[src/include/periph_params.svh]
// Peripheral subsystem constants
// Clock rate, address map bits, register offsets and reset values

`ifndef PERIPH_PARAMS_SVH
`define PERIPH_PARAMS_SVH

// Timebase clock in MHz
`define PERIPH_CLK_MHZ          12

// Reset values
`define PERIPH_UART_DIV_RESET   16'd4
`define PERIPH_MTIMECMP_RESET   64'hffff_ffff_ffff_ffff

// Address map bits
`define PERIPH_UNMAPPED_BIT     15
`define PERIPH_UART_BIT         14

// Timer register offsets
`define TMR_CTRL                8'h00
`define TMR_MTIME_LO            8'h08
`define TMR_MTIME_HI            8'h0c
`define TMR_CMP_LO              8'h10
`define TMR_CMP_HI              8'h14

// UART register offsets
`define UART_TXDATA             8'h00
`define UART_STATUS             8'h04
`define UART_CTRL               8'h08
`define UART_DIV                8'h0c

`endif

[src/rtl/periph_bus_pkg.sv]
// APB bus types and the decoded slave select

`default_nettype none

package periph_bus_pkg;

	// APB address and data
	typedef logic [15:0] apb_addr_t;
	typedef logic [31:0] apb_data_t;

	// Decoded target of an access
	typedef enum logic [1:0] {
		SEL_TIMER,
		SEL_UART,
		SEL_NONE
	} periph_sel_t;

endpackage

`default_nettype wire

[src/rtl/periph_dev_pkg.sv]
// Timer and UART types, UART transmit state enum

`default_nettype none

package periph_dev_pkg;

	// Platform timer count
	typedef logic [63:0] mtime_t;

	// UART data byte and bit period
	typedef logic [7:0]  uart_byte_t;
	typedef logic [15:0] uart_div_t;

	typedef enum logic [1:0] {
		ST_IDLE,
		ST_START,
		ST_DATA,
		ST_STOP
	} uart_state_t;

endpackage

`default_nettype wire

[src/rtl/apb_periph_decoder.sv]
// APB address decoder for the timer and UART
// Slave select, read data, ready and error mux

`default_nettype none
`timescale 1ns/1ps
`include "periph_params.svh"

module apb_periph_decoder (
	input  wire periph_bus_pkg::apb_addr_t paddr,
	input  wire                       psel,

	output wire                       timer_psel,
	input  wire periph_bus_pkg::apb_data_t timer_prdata,

	output wire                       uart_psel,
	input  wire periph_bus_pkg::apb_data_t uart_prdata,
	input  wire                       uart_pready,

	output periph_bus_pkg::apb_data_t prdata,
	output logic                      pready,
	output wire                       pslverr
);

	import periph_bus_pkg::*;

	periph_sel_t sel;

	// ------------------------------------------------------------------------
	// Address decode, unmapped space takes priority

	always_comb begin
		if (paddr[`PERIPH_UNMAPPED_BIT])
			sel = SEL_NONE;
		else if (paddr[`PERIPH_UART_BIT])
			sel = SEL_UART;
		else
			sel = SEL_TIMER;
	end

	assign timer_psel = psel && sel == SEL_TIMER;
	assign uart_psel  = psel && sel == SEL_UART;

	// ------------------------------------------------------------------------
	// Response mux

	// Timer and unmapped space always complete at once
	always_comb begin
		case (sel)
			SEL_TIMER: begin
				prdata = timer_prdata;
				pready = 1'b1;
			end
			SEL_UART: begin
				prdata = uart_prdata;
				pready = uart_pready;
			end
			default: begin
				prdata = '0;
				pready = 1'b1;
			end
		endcase
	end

	assign pslverr = psel && sel == SEL_NONE;

endmodule

`default_nettype wire

[src/rtl/periph_subsystem.sv]
// Peripheral subsystem top level
// APB decoder with the platform timer and the UART transmitter

`default_nettype none
`timescale 1ns/1ps
`include "periph_params.svh"

module periph_subsystem #(
	parameter int clk_mhz = `PERIPH_CLK_MHZ
) (
	input  wire                       clk,
	input  wire                       rst_n,

	input  wire                       psel,
	input  wire                       penable,
	input  wire                       pwrite,
	input  wire periph_bus_pkg::apb_addr_t paddr,
	input  wire periph_bus_pkg::apb_data_t pwdata,
	output wire periph_bus_pkg::apb_data_t prdata,
	output wire                       pready,
	output wire                       pslverr,

	input  wire                       dbg_halt,
	output wire                       uart_tx,
	output wire                       timer_irq,
	output wire                       uart_irq
);

	import periph_bus_pkg::*;

	wire       timer_psel;
	wire       uart_psel;
	wire       uart_pready;
	apb_data_t timer_prdata;
	apb_data_t uart_prdata;

	// ------------------------------------------------------------------------
	// Decode

	apb_periph_decoder u_decoder (
		.paddr        (paddr),
		.psel         (psel),
		.timer_psel   (timer_psel),
		.timer_prdata (timer_prdata),
		.uart_psel    (uart_psel),
		.uart_prdata  (uart_prdata),
		.uart_pready  (uart_pready),
		.prdata       (prdata),
		.pready       (pready),
		.pslverr      (pslverr)
	);

	// ------------------------------------------------------------------------
	// Slaves

	riscv_platform_timer #(
		.clk_mhz (clk_mhz)
	) u_timer (
		.clk       (clk),
		.rst_n     (rst_n),
		.psel      (timer_psel),
		.penable   (penable),
		.pwrite    (pwrite),
		.paddr     (paddr),
		.pwdata    (pwdata),
		.prdata    (timer_prdata),
		.dbg_halt  (dbg_halt),
		.timer_irq (timer_irq)
	);

	uart_transmitter u_uart (
		.clk      (clk),
		.rst_n    (rst_n),
		.psel     (uart_psel),
		.penable  (penable),
		.pwrite   (pwrite),
		.paddr    (paddr),
		.pwdata   (pwdata),
		.prdata   (uart_prdata),
		.pready   (uart_pready),
		.uart_tx  (uart_tx),
		.uart_irq (uart_irq)
	);

endmodule

`default_nettype wire

[src/rtl/riscv_platform_timer.sv]
// RISC-V platform timer on APB
// Microsecond tick divider, mtime/mtimecmp and the level timer interrupt

`default_nettype none
`timescale 1ns/1ps
`include "periph_params.svh"

module riscv_platform_timer #(
	parameter int clk_mhz = `PERIPH_CLK_MHZ
) (
	input  wire                       clk,
	input  wire                       rst_n,

	input  wire                       psel,
	input  wire                       penable,
	input  wire                       pwrite,
	input  wire periph_bus_pkg::apb_addr_t paddr,
	input  wire periph_bus_pkg::apb_data_t pwdata,
	output periph_bus_pkg::apb_data_t prdata,

	input  wire                       dbg_halt,
	output logic                      timer_irq
);

	import periph_bus_pkg::*;
	import periph_dev_pkg::*;

	localparam int tick_w = (clk_mhz > 1) ? $clog2(clk_mhz) : 1;

	logic [tick_w-1:0] tick_ctr;
	logic              tick;
	logic              timer_en;
	logic              wr_en;
	logic              advance;
	mtime_t            mtime;
	mtime_t            mtimecmp;

	// ------------------------------------------------------------------------
	// Microsecond timebase

	assign tick = (tick_ctr == '0);

	always_ff @(posedge clk or negedge rst_n) begin
		if (!rst_n) begin
			tick_ctr <= '0;
		end else if (tick) begin
			tick_ctr <= tick_w'(clk_mhz - 1);
		end else begin
			tick_ctr <= tick_ctr - 1'b1;
		end
	end

	// ------------------------------------------------------------------------
	// Registers

	assign wr_en   = psel && penable && pwrite;
	// Count stops while the hart is held by the debugger
	assign advance = tick && timer_en && !dbg_halt;

	always_ff @(posedge clk or negedge rst_n) begin
		if (!rst_n) begin
			timer_en <= 1'b1;
		end else if (wr_en && paddr[7:0] == `TMR_CTRL) begin
			timer_en <= pwdata[0];
		end
	end

	// A bus write wins over the increment
	always_ff @(posedge clk or negedge rst_n) begin
		if (!rst_n) begin
			mtime <= '0;
		end else if (wr_en && paddr[7:0] == `TMR_MTIME_LO) begin
			mtime <= {mtime[63:32], pwdata};
		end else if (wr_en && paddr[7:0] == `TMR_MTIME_HI) begin
			mtime <= {pwdata, mtime[31:0]};
		end else if (advance) begin
			mtime <= mtime + 1'b1;
		end
	end

	always_ff @(posedge clk or negedge rst_n) begin
		if (!rst_n) begin
			mtimecmp <= `PERIPH_MTIMECMP_RESET;
		end else if (wr_en && paddr[7:0] == `TMR_CMP_LO) begin
			mtimecmp <= {mtimecmp[63:32], pwdata};
		end else if (wr_en && paddr[7:0] == `TMR_CMP_HI) begin
			mtimecmp <= {pwdata, mtimecmp[31:0]};
		end
	end

	// Level interrupt, one cycle behind the registers
	always_ff @(posedge clk or negedge rst_n) begin
		if (!rst_n) begin
			timer_irq <= 1'b0;
		end else begin
			timer_irq <= (mtime >= mtimecmp);
		end
	end

	// Read mux
	always_comb begin
		case (paddr[7:0])
			`TMR_CTRL:     prdata = {31'b0, timer_en};
			`TMR_MTIME_LO: prdata = mtime[31:0];
			`TMR_MTIME_HI: prdata = mtime[63:32];
			`TMR_CMP_LO:   prdata = mtimecmp[31:0];
			`TMR_CMP_HI:   prdata = mtimecmp[63:32];
			default:       prdata = '0;
		endcase
	end

endmodule

`default_nettype wire

[src/rtl/uart_transmitter.sv]
// UART transmitter on APB
// Register block, 8N1 serialiser and TX-idle interrupt

`default_nettype none
`timescale 1ns/1ps
`include "periph_params.svh"

module uart_transmitter (
	input  wire                       clk,
	input  wire                       rst_n,

	input  wire                       psel,
	input  wire                       penable,
	input  wire                       pwrite,
	input  wire periph_bus_pkg::apb_addr_t paddr,
	input  wire periph_bus_pkg::apb_data_t pwdata,
	output periph_bus_pkg::apb_data_t prdata,
	output wire                       pready,

	output logic                      uart_tx,
	output wire                       uart_irq
);

	import periph_bus_pkg::*;
	import periph_dev_pkg::*;

	uart_state_t state;
	uart_div_t   div;
	uart_div_t   bit_ctr;
	uart_byte_t  shreg;
	logic [2:0]  bit_idx;
	logic        irq_en;
	logic        busy;
	logic        wr_en;
	logic        tx_access;
	logic        accept;
	logic        bit_done;

	// ------------------------------------------------------------------------
	// Bus side

	assign wr_en     = psel && penable && pwrite;
	assign tx_access = wr_en && paddr[7:0] == `UART_TXDATA;
	// Data is taken only from idle, otherwise the access waits
	assign accept    = tx_access && state == ST_IDLE;
	assign pready    = !tx_access || state == ST_IDLE;

	assign busy      = (state != ST_IDLE);
	assign uart_irq  = irq_en && !busy;

	always_ff @(posedge clk or negedge rst_n) begin
		if (!rst_n) begin
			div    <= `PERIPH_UART_DIV_RESET;
			irq_en <= 1'b0;
		end else if (wr_en) begin
			if (paddr[7:0] == `UART_DIV)
				div <= pwdata[15:0];
			if (paddr[7:0] == `UART_CTRL)
				irq_en <= pwdata[0];
		end
	end

	always_comb begin
		case (paddr[7:0])
			`UART_STATUS: prdata = {31'b0, busy};
			`UART_CTRL:   prdata = {31'b0, irq_en};
			`UART_DIV:    prdata = {16'b0, div};
			default:      prdata = '0;
		endcase
	end

	// ------------------------------------------------------------------------
	// Serialiser

	assign bit_done = (bit_ctr == '0);

	always_ff @(posedge clk or negedge rst_n) begin
		if (!rst_n) begin
			state   <= ST_IDLE;
			bit_ctr <= '0;
			bit_idx <= '0;
		end else begin
			case (state)
				ST_IDLE: begin
					if (accept) begin
						state   <= ST_START;
						bit_ctr <= div - 1'b1;
					end
				end
				ST_START: begin
					if (bit_done) begin
						state   <= ST_DATA;
						bit_ctr <= div - 1'b1;
						bit_idx <= '0;
					end else begin
						bit_ctr <= bit_ctr - 1'b1;
					end
				end
				ST_DATA: begin
					if (bit_done) begin
						bit_ctr <= div - 1'b1;
						bit_idx <= bit_idx + 1'b1;
						if (bit_idx == 3'd7)
							state <= ST_STOP;
					end else begin
						bit_ctr <= bit_ctr - 1'b1;
					end
				end
				default: begin
					if (bit_done)
						state <= ST_IDLE;
					else
						bit_ctr <= bit_ctr - 1'b1;
				end
			endcase
		end
	end

	// LSB goes out first
	always_ff @(posedge clk) begin
		if (accept)
			shreg <= pwdata[7:0];
		else if (state == ST_DATA && bit_done)
			shreg <= shreg >> 1;
	end

	always_comb begin
		case (state)
			ST_START: uart_tx = 1'b0;
			ST_DATA:  uart_tx = shreg[0];
			default:  uart_tx = 1'b1;
		endcase
	end

endmodule

`default_nettype wire

[config.mk]
export PLATFORM = sky130hd
export DESIGN_NAME = periph_subsystem
export DESIGN_NICKNAME = d
export VERILOG_FILES = /design/src/rtl/periph_bus_pkg.sv /design/src/rtl/periph_dev_pkg.sv /design/src/rtl/apb_periph_decoder.sv /design/src/rtl/periph_subsystem.sv /design/src/rtl/riscv_platform_timer.sv /design/src/rtl/uart_transmitter.sv
export VERILOG_INCLUDE_DIRS = /design/src /design/src/include
export SDC_FILE = /design/constraint.sdc
export NUM_CORES = 1
export LEC_CHECK = 0
export ABC_AREA = 1
export BUFFER_PORTS_ARGS = -buffer_cell sky130_fd_sc_hd__buf_2
export CAP_MARGIN = 20
export CELL_PAD_IN_SITES_DETAIL_PLACEMENT = 0
export CELL_PAD_IN_SITES_GLOBAL_PLACEMENT = 1
export CORE_UTILIZATION = 40
export DETAILED_ROUTE_END_ITERATION = 6
export PLACE_DENSITY_LB_ADDON = 0.1
export SLEW_MARGIN = 20
export SYNTH_ARGS = -nofsm -noshare
export SYNTH_HDL_FRONTEND = slang
export SYNTH_SLANG_ARGS = --single-unit
[constraint.sdc]
create_clock -name clk -period 2 [get_ports clk]
set_clock_uncertainty 0.05 [all_clocks]
set_input_delay 0.4 -clock clk [delete_from_list [all_inputs] [get_ports clk]]
set_output_delay 0.4 -clock clk [all_outputs]
set_load 0.1 [all_outputs]
; ---- Yosys cells after proc, flatten, opt, wreduce, memory -nomap -nowiden
; Index checks and enable logic that the tools add are counted.
; W data, S select, Z words.
[op_classes]
magnitude_cmp = 1
bitwise = 2
n_mux = 27
add_sub_neg = 5
eq_ne = 16
n_reduce_logical = 42
[ops]
columns = op, count
row1 = $pmux W32 S5, 1
row2 = $mux W64, 2
row3 = $add A64 B1 Y64 const B, 1
row4 = $ge A64 B64 Y1, 1
row5 = $mux W32, 2
row6 = $pmux W32 S2, 1
row7 = $mux W16, 3
row8 = $pmux W16 S3, 1
row9 = $pmux W16 S2, 1
row10 = $sub A16 B1 Y16 const B, 2
row11 = $logic_and A1 B1 Y1, 18
row12 = $eq A8 B4 Y1 const B, 2
row13 = $eq A8 B5 Y1 const B, 2
row14 = $logic_not A16 Y1, 1
row15 = $mux W8, 2
row16 = $mux W2, 6
row17 = $reduce_and A2 Y1, 6
row18 = $reduce_bool A2 Y1, 6
row19 = $ne A2 B1 Y1 const B, 5
row20 = $eq A8 B3 Y1 const B, 1
row21 = $logic_not A8 Y1, 1
row22 = $mux W3, 2
row23 = $pmux W2 S3, 1
row24 = $pmux W3 S2, 1
row25 = 17 further kinds, 24
[totals]
reg_bits = 180
out_inout_bits = 37
wordCells = 106
inputBits = 54

; ---- Depth between registers and ports, before layout
[depth]
ltp_word = 10
ltp_mapped = 15

; ---- Modules after synthesis
; From an unflattened synthesis, not the netlist that was laid out.
[unflattened]
cells_unflattened = 2204
area_unflattened_um2 = 14241.2
[by_module_without_submodules]
columns = module, n_inst, seq_area_each_um2, area_each_um2, cells_per_inst
row1 = riscv_platform_timer, 1, 3434.5, 10470.0, 1634
row2 = uart_transmitter, 1, 1192.4, 3206.8, 455
row3 = apb_periph_decoder, 1, 0.0, 564.3, 115

; ---- Least setup slack after synthesis
; OpenSTA, ideal clock, no wires.
[synth_timing]
path_type = input -> output
startpoint = input paddr[5]
endpoint = output prdata[11]
slack_ns = -1.942
cell_stages = 7
n_path_buf = 0
arrival_time_ns = 3.492
cell_sequence = nor2_2 -> nand3_2 -> nor3_4 -> nand2_1 -> nor2_2 -> inv_1 -> o21ai_0
[synth_via]
elab_chain_len = 3
word_cells_on_any_way = 9
classes_between = 5 x eq/ne / 3 x mux / 1 x reduce/logical
[synth_lines]
columns = element, line
row1 = from (decl), periph_subsystem.sv:17  ; input wire periph_bus_pkg::apb_addr_t paddr,
row2 = $eq A8 B5 Y1 (tied with other cells), riscv_platform_timer.sv:102  ; case (paddr[7:0])
row3 = $pmux W32 S5 or $pmux W16 S3 (tied branches), "riscv_platform_timer.sv:102, uart_transmitter.sv:64"
row4 = $pmux W32 S2 *, apb_periph_decoder.sv:48  ; case (sel)
row5 = to (decl), periph_subsystem.sv:19  ; output wire periph_bus_pkg::apb_data_t prdata,
; Every way passes the cells marked *; elsewhere a longest branch is shown, timed or not.

; ---- Worst setup path after layout
[layout_timing]
startpoint = input paddr[1]
endpoint = output prdata[25]
[layout_via]
elab_chain_len = 3
word_cells_on_any_way = 7
classes_between = 4 x eq/ne / 2 x mux / 1 x reduce/logical
[layout_lines]
columns = element, line
row1 = $eq A8 B5 Y1 (tied with other cells), riscv_platform_timer.sv:102
row2 = $pmux W32 S5 *, riscv_platform_timer.sv:102
row3 = $pmux W32 S2 *, apb_periph_decoder.sv:48
; Marked as above.

==> flow_metrics.env <==
export IMPL_syn_num_nets=2112
export IMPL_final_nets=2473
export IMPL_post_route_period_util=1.17
export IMPL_yosys_warnings=0
export IMPL_whs_path_depth=3
export IMPL_final_cells=2799
export IMPL_viasPerCell=5.34
export IMPL_grt_pass1_wl_um=84900
export IMPL_power_frac_clock=0.330
export IMPL_cts_tree="built"
export IMPL_cts_made_buffers=17
export IMPL_drt_first_pass_iters=6
export IMPL_fp_dieArea_um2=34000
export IMPL_r2r_end="u_timer.mtime[60]"
export IMPL_grt_total_usage=0.337
export IMPL_grt_max_degree=65
export IMPL_gp_congestion=0.978
export IMPL_grt_ovfl_total=0
export IMPL_worstRegToRegCells=11
export IMPL_drc=0
export IMPL_hold_violations=0
export IMPL_arrival_ps=1900
export IMPL_cap_violations=0
export IMPL_intPower_w=0.00715
export IMPL_path_buf_inv=4
export IMPL_p_switching_w=0.00380
export IMPL_synth_ff_type="dfrtp_1"
export IMPL_ys_types=42
export IMPL_cts_reportedPaths_clkPinSlew_ps=80
export IMPL_outcome="complete, but fails checks"
export IMPL_antenna_found_initial=0
export IMPL_layout_setup_ws_ps=-348
export IMPL_drive_gt1_frac=0.319
export IMPL_async_flop_share=0.956
export IMPL_fmax_ghz=0.426
export IMPL_whs_endpoint="u_timer.mtime[17]"
export IMPL_crit_slowest_cell="buf_12"
export IMPL_yosysTopAreaCell="dfrtp_1"
export IMPL_p_per_area_nw_per_um2=568
export IMPL_vias=14947
export IMPL_synth_cells=1983
export IMPL_synth_area_um2=13300
export IMPL_placed_cells=2734
export IMPL_synth_area_leaders="dfrtp_1 (20%), nand2_1 (17%), dfstp_2 (13%), o21ai_0 (7.4%), ha_1 (7.1%)"
export IMPL_r2r_setup_slack_ps=0
export IMPL_p_sw_frac=0.347
export IMPL_core_rowCount=66
export IMPL_worst_slew_pin_slew_ps=604
export IMPL_clock_latency_ps=470
export IMPL_required_ps=1550
export IMPL_cts_root_buffer="clkbuf_16"
export IMPL_finalSetupViolations=33
export IMPL_synth_seq_area_share=0.348
export IMPL_pwr_share_comb=0.297
export IMPL_max_stage_delay_ps=190
export IMPL_worstPathMaxFanout=8
export IMPL_n_antenna_cell=0
export IMPL_start_util=0.408
export IMPL_p_leak_nw=8.45
export IMPL_grt_pass1_vias=14609
export IMPL_routed_wirelength_um=56500
export IMPL_rsz0062_at_grt="yes"
export IMPL_ctsLongestPathBuffers=2
export IMPL_synth_most_common_cell="nand2_1"
export IMPL_io_buffers=84
export IMPL_hp_start="pwdata[17]"
export IMPL_seqPwrFrac=0.373
export IMPL_min_period_ps=2350
export IMPL_path_class="input pin to primary output"
export IMPL_post_drt_wl_per_cell_um=20.2
export IMPL_die_x_um=184
export IMPL_cts_sinks=180
export IMPL_die_h_um=184
export IMPL_num_io_pins=91
export IMPL_startpoint_type="input pin"
export IMPL_netlist_top_cells_count="nand2_1 (612), inv_1 (222), nor2_1 (210), o21ai_0 (197), nand3_1 (123)"
export IMPL_fin_area_um2=19300
export IMPL_hpwl_um=44800
export IMPL_cp_startpoint="paddr[1]"
export IMPL_slew_limit_headroom=0.597
export IMPL_path_cells="buf_2 > nor2_4 > nand2_4 > nor2_4 > nand2_4 > o211ai_1 > nand2_4 > buf_4 > buf_12 > a21oi_4 > buf_12"
export IMPL_ant_nets=0
export IMPL_synth_enable_flop_cells=8
export IMPL_holdCritPathClass="input pin to flop"
export IMPL_htreeDepth=4
export IMPL_tns_ps=-9900
export IMPL_drv_slew=0
export IMPL_crit_path_end_kind="primary output"
export IMPL_avgSynthCellArea_um2=6.71
export IMPL_ys_seq_elements=180
export IMPL_critical_path_top_delay_family="buffers and inverters"
export IMPL_dr_first_iter_drc_count=1011
export IMPL_violations="negative setup slack"
export IMPL_vdd_ir_drop_worst_uv=633
export IMPL_placed_cell_area_um2=17400
export IMPL_cpMostUsedCell="nand2_4"
export IMPL_whs_ps=129
export IMPL_syn_to_final_growth_pct=44.9
export IMPL_core_area_um2=32600
export IMPL_yosys_area_top_type_share=0.199
export IMPL_reg2reg_from="u_timer.mtime[52]"
per-layer routing:
metal / global-route usage / routed length, um / up-vias
met2: 0.582 / 27700 / 437
li1: - / - / 7218
met4: 0.190 / 3090 / 0
met1: 0.405 / 23700 / 7150
met3: 0.0385 / 2040 / 142
met5: 0 / 0 / -
worst max-delay path by stage:
stage	to	slack, ps	cells past startpoint
floorplan	prdata[12]	-640	7
finish	prdata[25]	-350	11
global placement	prdata[8]	-450	12
detailed placement	prdata[8]	-470	12
global route	prdata[12]	-430	12
CTS	prdata[12]	-350	10
per-stage QoR:
step,total power (W),worst slack [ps],utilization
2_1_floorplan,0.00576,-644,-
3_3_place_gp,0.00700,-449,0.534
3_5_place_dp,0.00704,-466,0.534
4_1_cts,0.0109,-351,0.567
5_1_grt,0.0115,-429,0.591
6_report,0.0109,-348,0.591
flip-flops by register name, summed over array words and instances (netlist names):
register and flops:
u_timer.timer_irq 1, u_uart.shreg 8, u_uart.div 16, u_uart.bit_idx 3, u_uart.state 2, u_timer.mtime 64, u_uart.bit_ctr 16, u_timer.tick_ctr 4
u_uart.irq_en 1, u_timer.timer_en 1, u_timer.mtimecmp 64
cell type report:
cell class / count / area (um2)
Clock buffer: 21 / 492
Clock inverter: 11 / 114
Fill cell: 3063 / 13300
Inverter: 228 / 868
Multi-Input combinational cell: 1522 / 8810
Sequential cell: 180 / 4650
Tap cell: 442 / 553
Timing Repair Buffer: 395 / 3780
tightest hold or removal path, stage by stage:
cell	delay (ps)
buf_2	90
nand2_1	60
nand3_1	70
power by group through the flow:
stage,sequential (W),combinational (W),clock (W)
CTS,0.00408,0.00315,0.00366
global route,0.00411,0.00360,0.00379
detailed placement,0.00414,0.00290,0
global placement,0.00414,0.00287,0
floorplan,0.00413,0.00163,0
finish,0.00408,0.00326,0.00361
logic make-up after synthesis:
logic type / Yosys count / share of synthesized area
AOI/OAI and AO/OA: 363 / 0.147
xor gates and xnor gates: 28 / 0.0184
adders and majority gates: 75 / 0.0706
buffers and inverters: 281 / 0.0821
DFF: 180 / 0.348
and+or+nand+nor: 1056 / 0.334
cell usage in the layout (no fill, tap or decap), types with 66 or more instances in the layout:
| cell type | n |
|---|---|
| dfstp_2 | 66 |
| dfrtp_1 | 85 |
| buf_4 | 262 |
| inv_1 | 199 |
| nand2_1 | 574 |
| o21ai_0 | 164 |
| buf_12 | 66 |
| nor2_1 | 173 |
| nand3_1 | 113 |
timing repair:
| item | in CTS | in global routing |
|---|---|---|
| hold endpoints to repair | 27 | 0 |
| hold buffers | 1 | 0 |
| pin swaps | 25 | 46 |
| gates resized for setup | 95 | 168 |
| setup buffers | 15 | 19 |
| gates cloned | 1 | 1 |
| endpoints found under the setup margin | 72 | 94 |
Note: power is estimated with default switching activity, not from simulation.
